===== src/hw/core_settings.svh =====
`ifndef CORE_SETTINGS_SVH
`define CORE_SETTINGS_SVH

// physical register file banking
`define PRF_BANK_COUNT 4
`define LOG_PRF_BANK_COUNT 2

// physical registers
`define PR_COUNT 64
`define LOG_PR_COUNT 6

// reorder buffer
`define ROB_ENTRIES 32
`define LOG_ROB_ENTRIES 5

`endif


===== src/hw/core_types_pkg.sv =====
`default_nettype none

`include "core_settings.svh"

package core_types_pkg;

	// ------------------------------
	// widths shared across the core
	// ------------------------------

	// architectural data word
	typedef logic [31:0] word_t;

	// physical register index
	typedef logic [`LOG_PR_COUNT-1:0] pr_idx_t;

	// reorder buffer slot
	typedef logic [`LOG_ROB_ENTRIES-1:0] rob_idx_t;

	// PRF bank select
	// low bits of the PR index pick the bank
	typedef logic [`LOG_PRF_BANK_COUNT-1:0] bank_idx_t;

endpackage

`default_nettype wire


===== src/hw/alu_pkg.sv =====
`default_nettype none

`include "core_settings.svh"

package alu_pkg;

	import core_types_pkg::*;

	// ------------------------------
	// ALU op encoding
	// ------------------------------

	// {funct7[5], funct3}
	typedef enum logic [3:0] {
		ALU_ADD  = 4'b0000,
		ALU_SUB  = 4'b1000,
		ALU_SLL  = 4'b0001,
		ALU_SLT  = 4'b0010,
		ALU_SLTU = 4'b0011,
		ALU_XOR  = 4'b0100,
		ALU_SRL  = 4'b0101,
		ALU_SRA  = 4'b1101,
		ALU_OR   = 4'b0110,
		ALU_AND  = 4'b0111
	} alu_op_t;

	// ------------------------------
	// pipeline payloads
	// ------------------------------

	// op from the issue queue
	// forward bit set means operand comes off the forwarding bus
	typedef struct packed {
		alu_op_t op;
		logic A_forward;
		bank_idx_t A_bank;
		logic B_forward;
		bank_idx_t B_bank;
		pr_idx_t dest_PR;
		rob_idx_t ROB_index;
	} alu_issue_t;

	// result back to the PRF
	typedef struct packed {
		word_t data;
		pr_idx_t PR;
		rob_idx_t ROB_index;
	} alu_wb_t;

	// PRF read ports, indexed [bank][port]
	typedef word_t [`PRF_BANK_COUNT-1:0][1:0] reg_read_data_t;

	// forwarding bus, one word per bank
	typedef word_t [`PRF_BANK_COUNT-1:0] forward_data_t;

endpackage

`default_nettype wire


===== src/hw/alu.sv =====
`timescale 1ns/1ps
`default_nettype none

module alu
	import core_types_pkg::*;
	import alu_pkg::*;
(
	input alu_op_t op,
	input word_t A,
	input word_t B,
	output word_t result
);

	// only low five bits of B shift
	logic [4:0] shamt;

	assign shamt = B[4:0];

	always_comb begin
		case (op)
			ALU_ADD:  result = A + B;
			ALU_SUB:  result = A - B;
			ALU_SLL:  result = A << shamt;
			// signed compare
			ALU_SLT:  result = {31'b0, $signed(A) < $signed(B)};
			// unsigned compare
			ALU_SLTU: result = {31'b0, A < B};
			ALU_XOR:  result = A ^ B;
			ALU_SRL:  result = A >> shamt;
			// sign bit fills from the left
			ALU_SRA:  result = word_t'($signed(A) >>> shamt);
			ALU_OR:   result = A | B;
			ALU_AND:  result = A & B;
			// reserved encodings
			default:  result = '0;
		endcase
	end

endmodule

`default_nettype wire


===== src/hw/alu_reg_pipeline.sv =====
`timescale 1ns/1ps
`default_nettype none

module alu_reg_pipeline
	import core_types_pkg::*;
	import alu_pkg::*;
(
	input logic CLK,
	input logic nRST,

	// op issue from issue queue
	input logic issue_valid,
	input alu_issue_t issue,
	output logic issue_ready,

	// read acks and data from PRF
	input logic A_reg_read_ack,
	input logic A_reg_read_port,
	input logic B_reg_read_ack,
	input logic B_reg_read_port,
	input reg_read_data_t reg_read_data,

	// forwarding bus
	input forward_data_t forward_data,

	// writeback to PRF
	output logic WB_valid,
	output alu_wb_t WB,
	input logic WB_ready
);

	// ------------------------------
	// operand collect
	// ------------------------------

	// stage occupancy
	logic oc_valid;
	// first cycle after issue, forward bus valid only here
	logic oc_first;
	alu_issue_t oc_op;

	// index 0 is A, index 1 is B
	logic [1:0] opnd_forward;
	logic [1:0] opnd_ack;
	logic [1:0] opnd_port;
	bank_idx_t [1:0] opnd_bank;
	logic [1:0] opnd_collected;
	logic [1:0] opnd_arriving;
	logic [1:0] opnd_in_hand;
	word_t [1:0] opnd_data;
	word_t [1:0] opnd_value;

	// stall control
	logic wb_free;
	logic oc_move;
	word_t alu_result;

	assign opnd_forward = {oc_op.B_forward, oc_op.A_forward};
	assign opnd_bank = {oc_op.B_bank, oc_op.A_bank};
	assign opnd_ack = {B_reg_read_ack, A_reg_read_ack};
	assign opnd_port = {B_reg_read_port, A_reg_read_port};

	always_comb begin
		for (int i = 0; i < 2; i++) begin
			// forwarded operand lands in first cycle, read operand on its ack
			opnd_arriving[i] = oc_valid & ~opnd_collected[i]
				& (opnd_forward[i] ? oc_first : opnd_ack[i]);
			opnd_in_hand[i] = opnd_collected[i] | opnd_arriving[i];
			// held copy wins once collected
			if (opnd_collected[i])
				opnd_value[i] = opnd_data[i];
			else if (opnd_forward[i])
				opnd_value[i] = forward_data[opnd_bank[i]];
			else
				opnd_value[i] = reg_read_data[opnd_bank[i]][opnd_port[i]];
		end
	end

	// one op at a time in collect
	assign issue_ready = ~oc_valid;

	// writeback slot open if empty or draining this cycle
	assign wb_free = ~WB_valid | WB_ready;
	assign oc_move = oc_valid & (&opnd_in_hand) & wb_free;

	always_ff @(posedge CLK, negedge nRST) begin
		if (~nRST) begin
			oc_valid <= 1'b0;
			oc_first <= 1'b0;
			opnd_collected <= '0;
		end
		else begin
			oc_first <= 1'b0;
			if (issue_valid) begin
				oc_valid <= 1'b1;
				oc_first <= 1'b1;
				opnd_collected <= '0;
			end
			else begin
				if (oc_move)
					oc_valid <= 1'b0;
				opnd_collected <= opnd_collected | opnd_arriving;
			end
		end
	end

	// op fields and operand words
	always_ff @(posedge CLK) begin
		if (issue_valid)
			oc_op <= issue;
		for (int i = 0; i < 2; i++) begin
			if (opnd_arriving[i])
				opnd_data[i] <= opnd_value[i];
		end
	end

	// ------------------------------
	// execute
	// ------------------------------

	alu alu_inst (
		.op(oc_op.op),
		.A(opnd_value[0]),
		.B(opnd_value[1]),
		.result(alu_result)
	);

	// ------------------------------
	// writeback
	// ------------------------------

	// valid holds until PRF takes it
	always_ff @(posedge CLK, negedge nRST) begin
		if (~nRST)
			WB_valid <= 1'b0;
		else if (oc_move)
			WB_valid <= 1'b1;
		else if (WB_ready)
			WB_valid <= 1'b0;
	end

	// result only loads on a move, stable under back-pressure
	always_ff @(posedge CLK) begin
		if (oc_move) begin
			WB.data <= alu_result;
			WB.PR <= oc_op.dest_PR;
			WB.ROB_index <= oc_op.ROB_index;
		end
	end

endmodule

`default_nettype wire


===== src/hw/alu_reg_pipeline_wrapper.sv =====
`timescale 1ns/1ps
`default_nettype none

module alu_reg_pipeline_wrapper
	import alu_pkg::*;
(
	input logic CLK,
	input logic nRST,

	// issue queue side
	input logic next_issue_valid,
	input alu_issue_t next_issue,
	output logic last_issue_ready,

	// PRF read side
	input logic next_A_reg_read_ack,
	input logic next_A_reg_read_port,
	input logic next_B_reg_read_ack,
	input logic next_B_reg_read_port,
	input reg_read_data_t next_reg_read_data,
	input forward_data_t next_forward_data,

	// PRF writeback side
	output logic last_WB_valid,
	output alu_wb_t last_WB,
	input logic next_WB_ready
);

	// ------------------------------
	// pipeline-side copies
	// ------------------------------

	logic issue_valid;
	alu_issue_t issue;
	logic issue_ready;
	logic A_reg_read_ack;
	logic A_reg_read_port;
	logic B_reg_read_ack;
	logic B_reg_read_port;
	reg_read_data_t reg_read_data;
	forward_data_t forward_data;
	logic WB_valid;
	alu_wb_t WB;
	logic WB_ready;

	alu_reg_pipeline pipeline (
		.CLK(CLK),
		.nRST(nRST),
		.issue_valid(issue_valid),
		.issue(issue),
		.issue_ready(issue_ready),
		.A_reg_read_ack(A_reg_read_ack),
		.A_reg_read_port(A_reg_read_port),
		.B_reg_read_ack(B_reg_read_ack),
		.B_reg_read_port(B_reg_read_port),
		.reg_read_data(reg_read_data),
		.forward_data(forward_data),
		.WB_valid(WB_valid),
		.WB(WB),
		.WB_ready(WB_ready)
	);

	// ------------------------------
	// boundary flops
	// ------------------------------

	// one stage each way, pins never reach pipeline logic directly
	always_ff @(posedge CLK, negedge nRST) begin
		if (~nRST) begin
			issue_valid <= 1'b0;
			issue <= '0;
			A_reg_read_ack <= 1'b0;
			A_reg_read_port <= 1'b0;
			B_reg_read_ack <= 1'b0;
			B_reg_read_port <= 1'b0;
			reg_read_data <= '0;
			forward_data <= '0;
			WB_ready <= 1'b0;
			// outputs
			last_issue_ready <= 1'b0;
			last_WB_valid <= 1'b0;
			last_WB <= '0;
		end
		else begin
			issue_valid <= next_issue_valid;
			issue <= next_issue;
			A_reg_read_ack <= next_A_reg_read_ack;
			A_reg_read_port <= next_A_reg_read_port;
			B_reg_read_ack <= next_B_reg_read_ack;
			B_reg_read_port <= next_B_reg_read_port;
			reg_read_data <= next_reg_read_data;
			forward_data <= next_forward_data;
			WB_ready <= next_WB_ready;
			// outputs
			last_issue_ready <= issue_ready;
			last_WB_valid <= WB_valid;
			last_WB <= WB;
		end
	end

endmodule

`default_nettype wire


===== config.mk =====
export PLATFORM = sky130hd
export DESIGN_NAME = alu_reg_pipeline_wrapper
export DESIGN_NICKNAME = d
export VERILOG_FILES = /design/src/hw/core_types_pkg.sv /design/src/hw/alu_pkg.sv /design/src/hw/alu.sv /design/src/hw/alu_reg_pipeline.sv /design/src/hw/alu_reg_pipeline_wrapper.sv
export VERILOG_INCLUDE_DIRS = /design/src /design/src/hw
export SDC_FILE = /design/constraint.sdc
export NUM_CORES = 1
export LEC_CHECK = 0
export BUFFER_PORTS_ARGS = -buffer_cell sky130_fd_sc_hd__buf_2
export CORE_MARGIN = 2
export CORE_UTILIZATION = 45
export CTS_CLUSTER_SIZE = 8
export DETAILED_ROUTE_END_ITERATION = 10
export GPL_ROUTABILITY_DRIVEN = 0
export GPL_TIMING_DRIVEN = 0
export PLACE_DENSITY_LB_ADDON = 0.25
export RECOVER_POWER = 100
export SLEW_MARGIN = 10
export SYNTH_ARGS = -nofsm -noshare
export SYNTH_HDL_FRONTEND = slang
export SYNTH_SLANG_ARGS = --single-unit

===== constraint.sdc =====
create_clock -name CLK -period 19.15 [get_ports CLK]
set_input_delay 0.9575 -clock CLK [delete_from_list [all_inputs] [get_ports CLK]]
set_output_delay 0.9575 -clock CLK [all_outputs]
set_load 0.01 [all_outputs]

# --- Word-level counts from Yosys, hierarchy flattened ---
# Cells that the tools add are included.
word_totals:
  ff_bits: 589
  inputBits: 413
  out_inout_bits: 45
  wordCells: 112
classes:
  addsub: 2
  n_lt_le_gt_ge: 6
  eq_ne: 9
  n_shift: 3
  n_mux: 25
  bitwise_logic: 17
  n_reduce_logical: 4
ops:
  columns: ["op", "count"]
  rows:
  - ["$mux 32", 10]
  - ["$pmux 32 s10", 1]
  - ["$bmux 64 s2", 2]
  - ["$bmux 32 s2", 2]
  - ["$mux 64", 2]
  - ["$lt 32x32->1", 2]
  - ["$add 32x32->32", 1]
  - ["$and 32x32->32", 1]
  - ["$or 32x32->32", 1]
  - ["$shl 32x5->32", 1]
  - ["$shr 32x5->32", 1]
  - ["$sshr 32x5->32", 1]
  - ["$sub 32x32->32", 1]
  - ["$xor 32x32->32", 1]
  - ["$eq 4x3->1 const B", 4]
  - ["$eq 4x2->1 const B", 2]
  - ["$eq 4x4->1 const B", 2]
  - ["$mux 1", 7]
  - ["$and 1x1->1", 6]
  - ["$lt 2x3->1 const B", 2]
  - ["$eq 4x1->1 const B", 1]
  - ["$logic_not 4->1", 1]
  - ["$lt 1x2->1 const B", 2]
  - ["$not 1->1", 4]
  - ["other kinds (5)", 8]

# --- Longest topological paths before layout ---
depth:
  ltp_word: 9
  mapped_depth: 22

# --- Modules after synthesis ---
# From an unflattened synthesis, not the netlist that was laid out.
hier_totals:
  cells_unflattened: 2563
  hier_area_um2: 30772.0
by_module_without_submodules:
  columns: ["mod", "n_inst", "cells_each", "area_each_um2", "seq_area_each_um2"]
  rows:
  - ["alu_reg_pipeline_wrapper", 1, 456, 11410.9, 11410.9]
  - ["alu_reg_pipeline", 1, 829, 10626.4, 3968.8]
  - ["alu", 1, 1278, 8734.6, 0.0]

# --- Worst setup path before layout ---
# OpenSTA, ideal clock, no wires.
synth_timing:
  kind: "register -> register"
  from: "register pipeline.oc_op[13] (netlist bit)"
  to: "register, netlist name pipeline.WB[0]"
  arrival_ns: 5.723
  setup_slack_ns: 12.968
  path_stages_with_launch: 7
  period_less_slack_ns: 6.182
  path_cell_list: "edfxtp_1 clkbuf_1 mux2i_1 nor3_1 nor2_1 or3_1 a21oi_1"
synth_between:
  elab_chain_cells: 6
synth_lines:
  columns: ["item", "line", "text"]
  rows:
  - ["start: declaration", "alu_reg_pipeline.sv:40", "alu_issue_t oc_op;"]
  - ["start signal: assignment", "alu_reg_pipeline.sv:110", "oc_op <= issue;"]
  - ["$mux 1", "alu_reg_pipeline.sv:67", "& (opnd_forward[i] ? oc_first : opnd_ack[i]);"]
  - ["$and 1x1->1", "alu_reg_pipeline.sv:67", null]
  - ["via pipeline.opnd_arriving[1]", "alu_reg_pipeline.sv:48", "logic [1:0] opnd_arriving;"]
  - ["$or 1x1->1", "alu_reg_pipeline.sv:68", "opnd_in_hand[i] = opnd_collected[i] | opnd_arriving[i];"]
  - ["$reduce_and 2->1", "alu_reg_pipeline.sv:84", "assign oc_move = oc_valid & (&opnd_in_hand) & wb_free;"]
  - ["$and 1x1->1 (2 in a row)", "alu_reg_pipeline.sv:84", null]
  - ["via pipeline.oc_move", "alu_reg_pipeline.sv:55", "logic oc_move;"]
# The timed path passes the listed nets, and every way through them passes these cells.
# A chain may end at the register's enable or synchronous reset.

# --- Worst setup path in the final report ---
layout_timing:
  from: "register A_reg_read_port"
  to: "register, netlist name pipeline.WB[29]"
layout_between:
  elab_chain_cells: 6
  elab_cells_between_ends: 13
layout_lines:
  columns: ["item", "line", "text"]
  rows:
  - ["start: declaration", "alu_reg_pipeline_wrapper.sv:37", "logic A_reg_read_port;"]
  - ["start signal: assignment", "alu_reg_pipeline_wrapper.sv:88", "A_reg_read_port <= next_A_reg_read_port;"]
  - ["$mux 32 (not written as such) * (2 in a row)", "alu_reg_pipeline.sv:75", "opnd_value[i] = reg_read_data[opnd_bank[i]][opnd_port[i]];"]
  - ["$mux 32 *", "alu_reg_pipeline.sv:72", "else if (opnd_forward[i])"]
  - ["$mux 32 *", "alu_reg_pipeline.sv:70", "if (opnd_collected[i])"]
  - ["via pipeline.alu_inst.A[9]", "alu.sv:9", "input word_t A,"]
  - ["$sub 32x32->32, or another cell as far along", "alu.sv:22", "ALU_SUB: result = A - B;"]
  - ["$pmux 32 s10 *", "alu.sv:20", "case (op)"]
  - ["via pipeline.alu_inst.result[18]", "alu.sv:11", "output word_t result"]
# The timed path passes the listed nets; every way through them passes the cells marked *. The select of a mux whose other input is x is not followed.

==> metrics <==
status=complete, but fails checks; failing checks=design-rule violations, max-capacitance violations, max-slew violations; Critical-path top delay cell=nor2_1; Worst Hold Class=reg2reg; CP top delay family=compound AO/OA/AOI/OAI gates; crit path max fanout=10; Placed Cells=3789; Req. time, crit path=about 20000 ps; Sink Count=589; total grt overflow=0; nets=approximately 3500; vias per inst=between 6 and 7; DRC=35; endpoint class of the critical path=flop; first-pass GRT wire length=176000 µm; WP buf/inv=4; core area=67000 µm²; Avg WL per Cell=a little over 30 µm; final hold violation count=0; drt total wl=about 120000 µm; Crit. path cell count=17; vias=26200; Setup crit start kind=flop; DR iter-0 viols=roughly 4100; Setup Skew=~50 ps; Starting Density=a little under half; Slew @ Worst Pin=roughly 5500 ps; die area=69600 µm²; Num CTS Buffers=83; dpl hpwl=roughly 92000 µm; Post-synth top cells=dfrtp_1, mux2i_1, nor2_1; Worst Path Class, Setup=reg2reg; number of flops mapped to enable cells by yosys=between 100 and 150; Avg Cell Area, Syn=approximately 12 µm²; Synth top area share=38.0%; Leak=0.0152 µW; initial antenna violation count=39; period utilisation layout=a little over two fifths; share of cells above drive strength 1=25.0%; Slew HR=-269%; Warnings, synthesis=0; top post-synthesis cells by area=dfrtp_1, edfxtp_1, mux4_2; CP most frequent cell=clkbuf_1; DRT Pass-1 Iters=11; Synth cell types=94; CTS tree=built; Mapped Area=a little over 30000 µm²; CTS resizes=0; post-synthesis register bit count=between 500 and 600; maximum vdd drop=between 0.08 and 0.09 mV; Final Setup Violations=0; H-tree levels=3; Synthesized Nets=2959; Setup Fix Bufs, Post-CTS=0; crit-path max cell delay=~1200 ps; post-route ant nets=0; IO buf count=about 460; FP Rows=between 90 and 100; top cell type by total area after synthesis=dfrtp_1; RSZ-0062 raised after global routing=false; crit path DAT=between 8000 and 9000 ps; I/O pins=458; Fmax=between 100 and 150 MHz; Die H=between 200 and 300 µm; largest net degree at the start of global routing=117; CTS Root Cell=clkbuf_16; register area share after synthesis=50.6%; PD cells=between 100 and 150 nW/µm²; worst-case reg-to-reg path depth=17; cells along the critical path=clkbuf_1 -> nor2_1 -> clkbuf_1 -> a222oi_1 -> a21oi_1 -> inv_1 -> ha_1 -> clkbuf_1 -> nor2_1 -> o21ai_0 -> a31oi_1 -> o41ai_1 -> o21bai_1 -> a221oi_1 -> xnor2_1 -> a221oi_1 -> o21ai_0; Bufs on Longest Clock Path=3; CTS clock-pin slew for the worst setup and hold paths=50 ps; fin. max-slew vios=about 340; worst skew pair latency=around 660 ps; hold bufs inserted after CTS=0; hold_ws=302 ps; Synth Instances=around 2400; GRT Total Usage=a little over a third; Setup TNS Final=0 ps; post-layout min period=between 8000 and 9000 ps; Max Cap Viol=11; ys async rst share=between 70% and 80%; final non-filler cell total=roughly 3900; Worst Hold Depth=0; vias in the first global route=~26000; Area Overhead vs Synth=18.8%; Chip Width=~260 µm; count leader, synth=dfrtp_1; ys flop type=dfrtp_1
-- metal layers --
layer,up-vias,global-route usage (%),wire length [µm]
li1,10400,-,-
met1,12900,42.9,44600
met2,2175,51.9,54200
met3,628,11.7,15000
met4,8,23.0,9270
met5,-,0,101
-- registers in the layout (all words and copies together), names as in the netlist --
signal                   cells
B_reg_read_ack               1
pipeline.WB                 43
A_reg_read_ack               1
A_reg_read_port              1
last_issue_ready             1
last_WB_valid                1
issue_valid                  1
pipeline.opnd_collected      2
pipeline.opnd_data          64
reg_read_data              256
B_reg_read_port              1
pipeline.oc_first            1
pipeline.oc_valid            1
pipeline.WB_valid            1
forward_data               128
pipeline.oc_op              21
WB_ready                     1
last_WB                     43
issue                       21
-- final timing paths --
kind	start	endpoint	slack [ps]
setup / recovery	A_reg_read_port	pipeline.WB[29]	11070
hold / removal	pipeline.WB[36]	last_WB[36]	300
setup reg to reg	A_reg_read_port	pipeline.WB[29]	11070
hold reg to reg	pipeline.WB[36]	last_WB[36]	300
max in group asynchronous	nRST	forward_data[56]	11700
min in group asynchronous	nRST	reg_read_data[49]	1110
-- logic make-up (layout without fill, tap and decap cells) --
kind of cell	after synthesis	count (layout)	synth area share (%)
compound gates	618	618	14.3
flops	589	589	50.6
simple gates	426	426	6.51
mux	413	413	19.7
buf+inv	278	870	4.10
fa+ha+maj	100	100	4.17
xor+xnor	22	22	0.634
other cells	0	38	0
-- cell type report --
type	count	area, µm²
Fill cell	5840	31000
Sequential cell	589	15400
Multi-Input combinational cell	1579	13700
Timing Repair Buffer	470	2220
Clock buffer	115	2200
Tap cell	873	1090
Buffer	172	831
Inverter	106	403
Clock inverter	7	159
Antenna cell	38	95.1
-- metrics by stage --
step           area, µm²  worst slack [ps]  util [%]  power [µW]
2_1_floorplan      30400             12970         -        2460
3_3_place_gp       33800              8330      50.4        3000
3_5_place_dp       34000             12330      50.7        3030
4_1_cts            36400             12280      54.2        4390
5_1_grt            36100             10260      53.8        4590
6_report           36100             11070      53.8        4450
-- cell usage in the layout (no fill, tap or decap), drive strengths merged, types with 10 or more instances in the layout --
| cell | n |
|---|---|
| a21oi | 136 |
| nor2b | 15 |
| edfxtp | 128 |
| xnor2 | 15 |
| a22oi | 35 |
| a222oi | 27 |
| and2 | 12 |
| o21a | 36 |
| nand3 | 21 |
| ha | 98 |
| o31ai | 11 |
| or3 | 14 |
| a22o | 12 |
| diode | 38 |
| nand2b | 10 |
| o21ai | 83 |
| o211ai | 30 |
| a211o | 11 |
| mux2 | 132 |
| clkbuf | 370 |
| a211oi | 17 |
| a221oi | 31 |
| a31oi | 20 |
| nand2 | 135 |
| buf | 387 |
| mux2i | 148 |
| nor2 | 141 |
| a2111oi | 15 |
| a21o | 21 |
| o21bai | 15 |
| nor3 | 29 |
| mux4 | 133 |
| inv | 109 |
| dfrtp | 461 |
| nand4 | 10 |
| o22ai | 43 |
-- power by group --
part | total, µW | switching, µW | internal (µW)
clock network | 1360 | 565 | 796
registers | 1480 | 50.1 | 1430
logic | 1610 | 1080 | 534
total | 4450 | 1690 | 2760
Power figures use the tool's default switching activity.
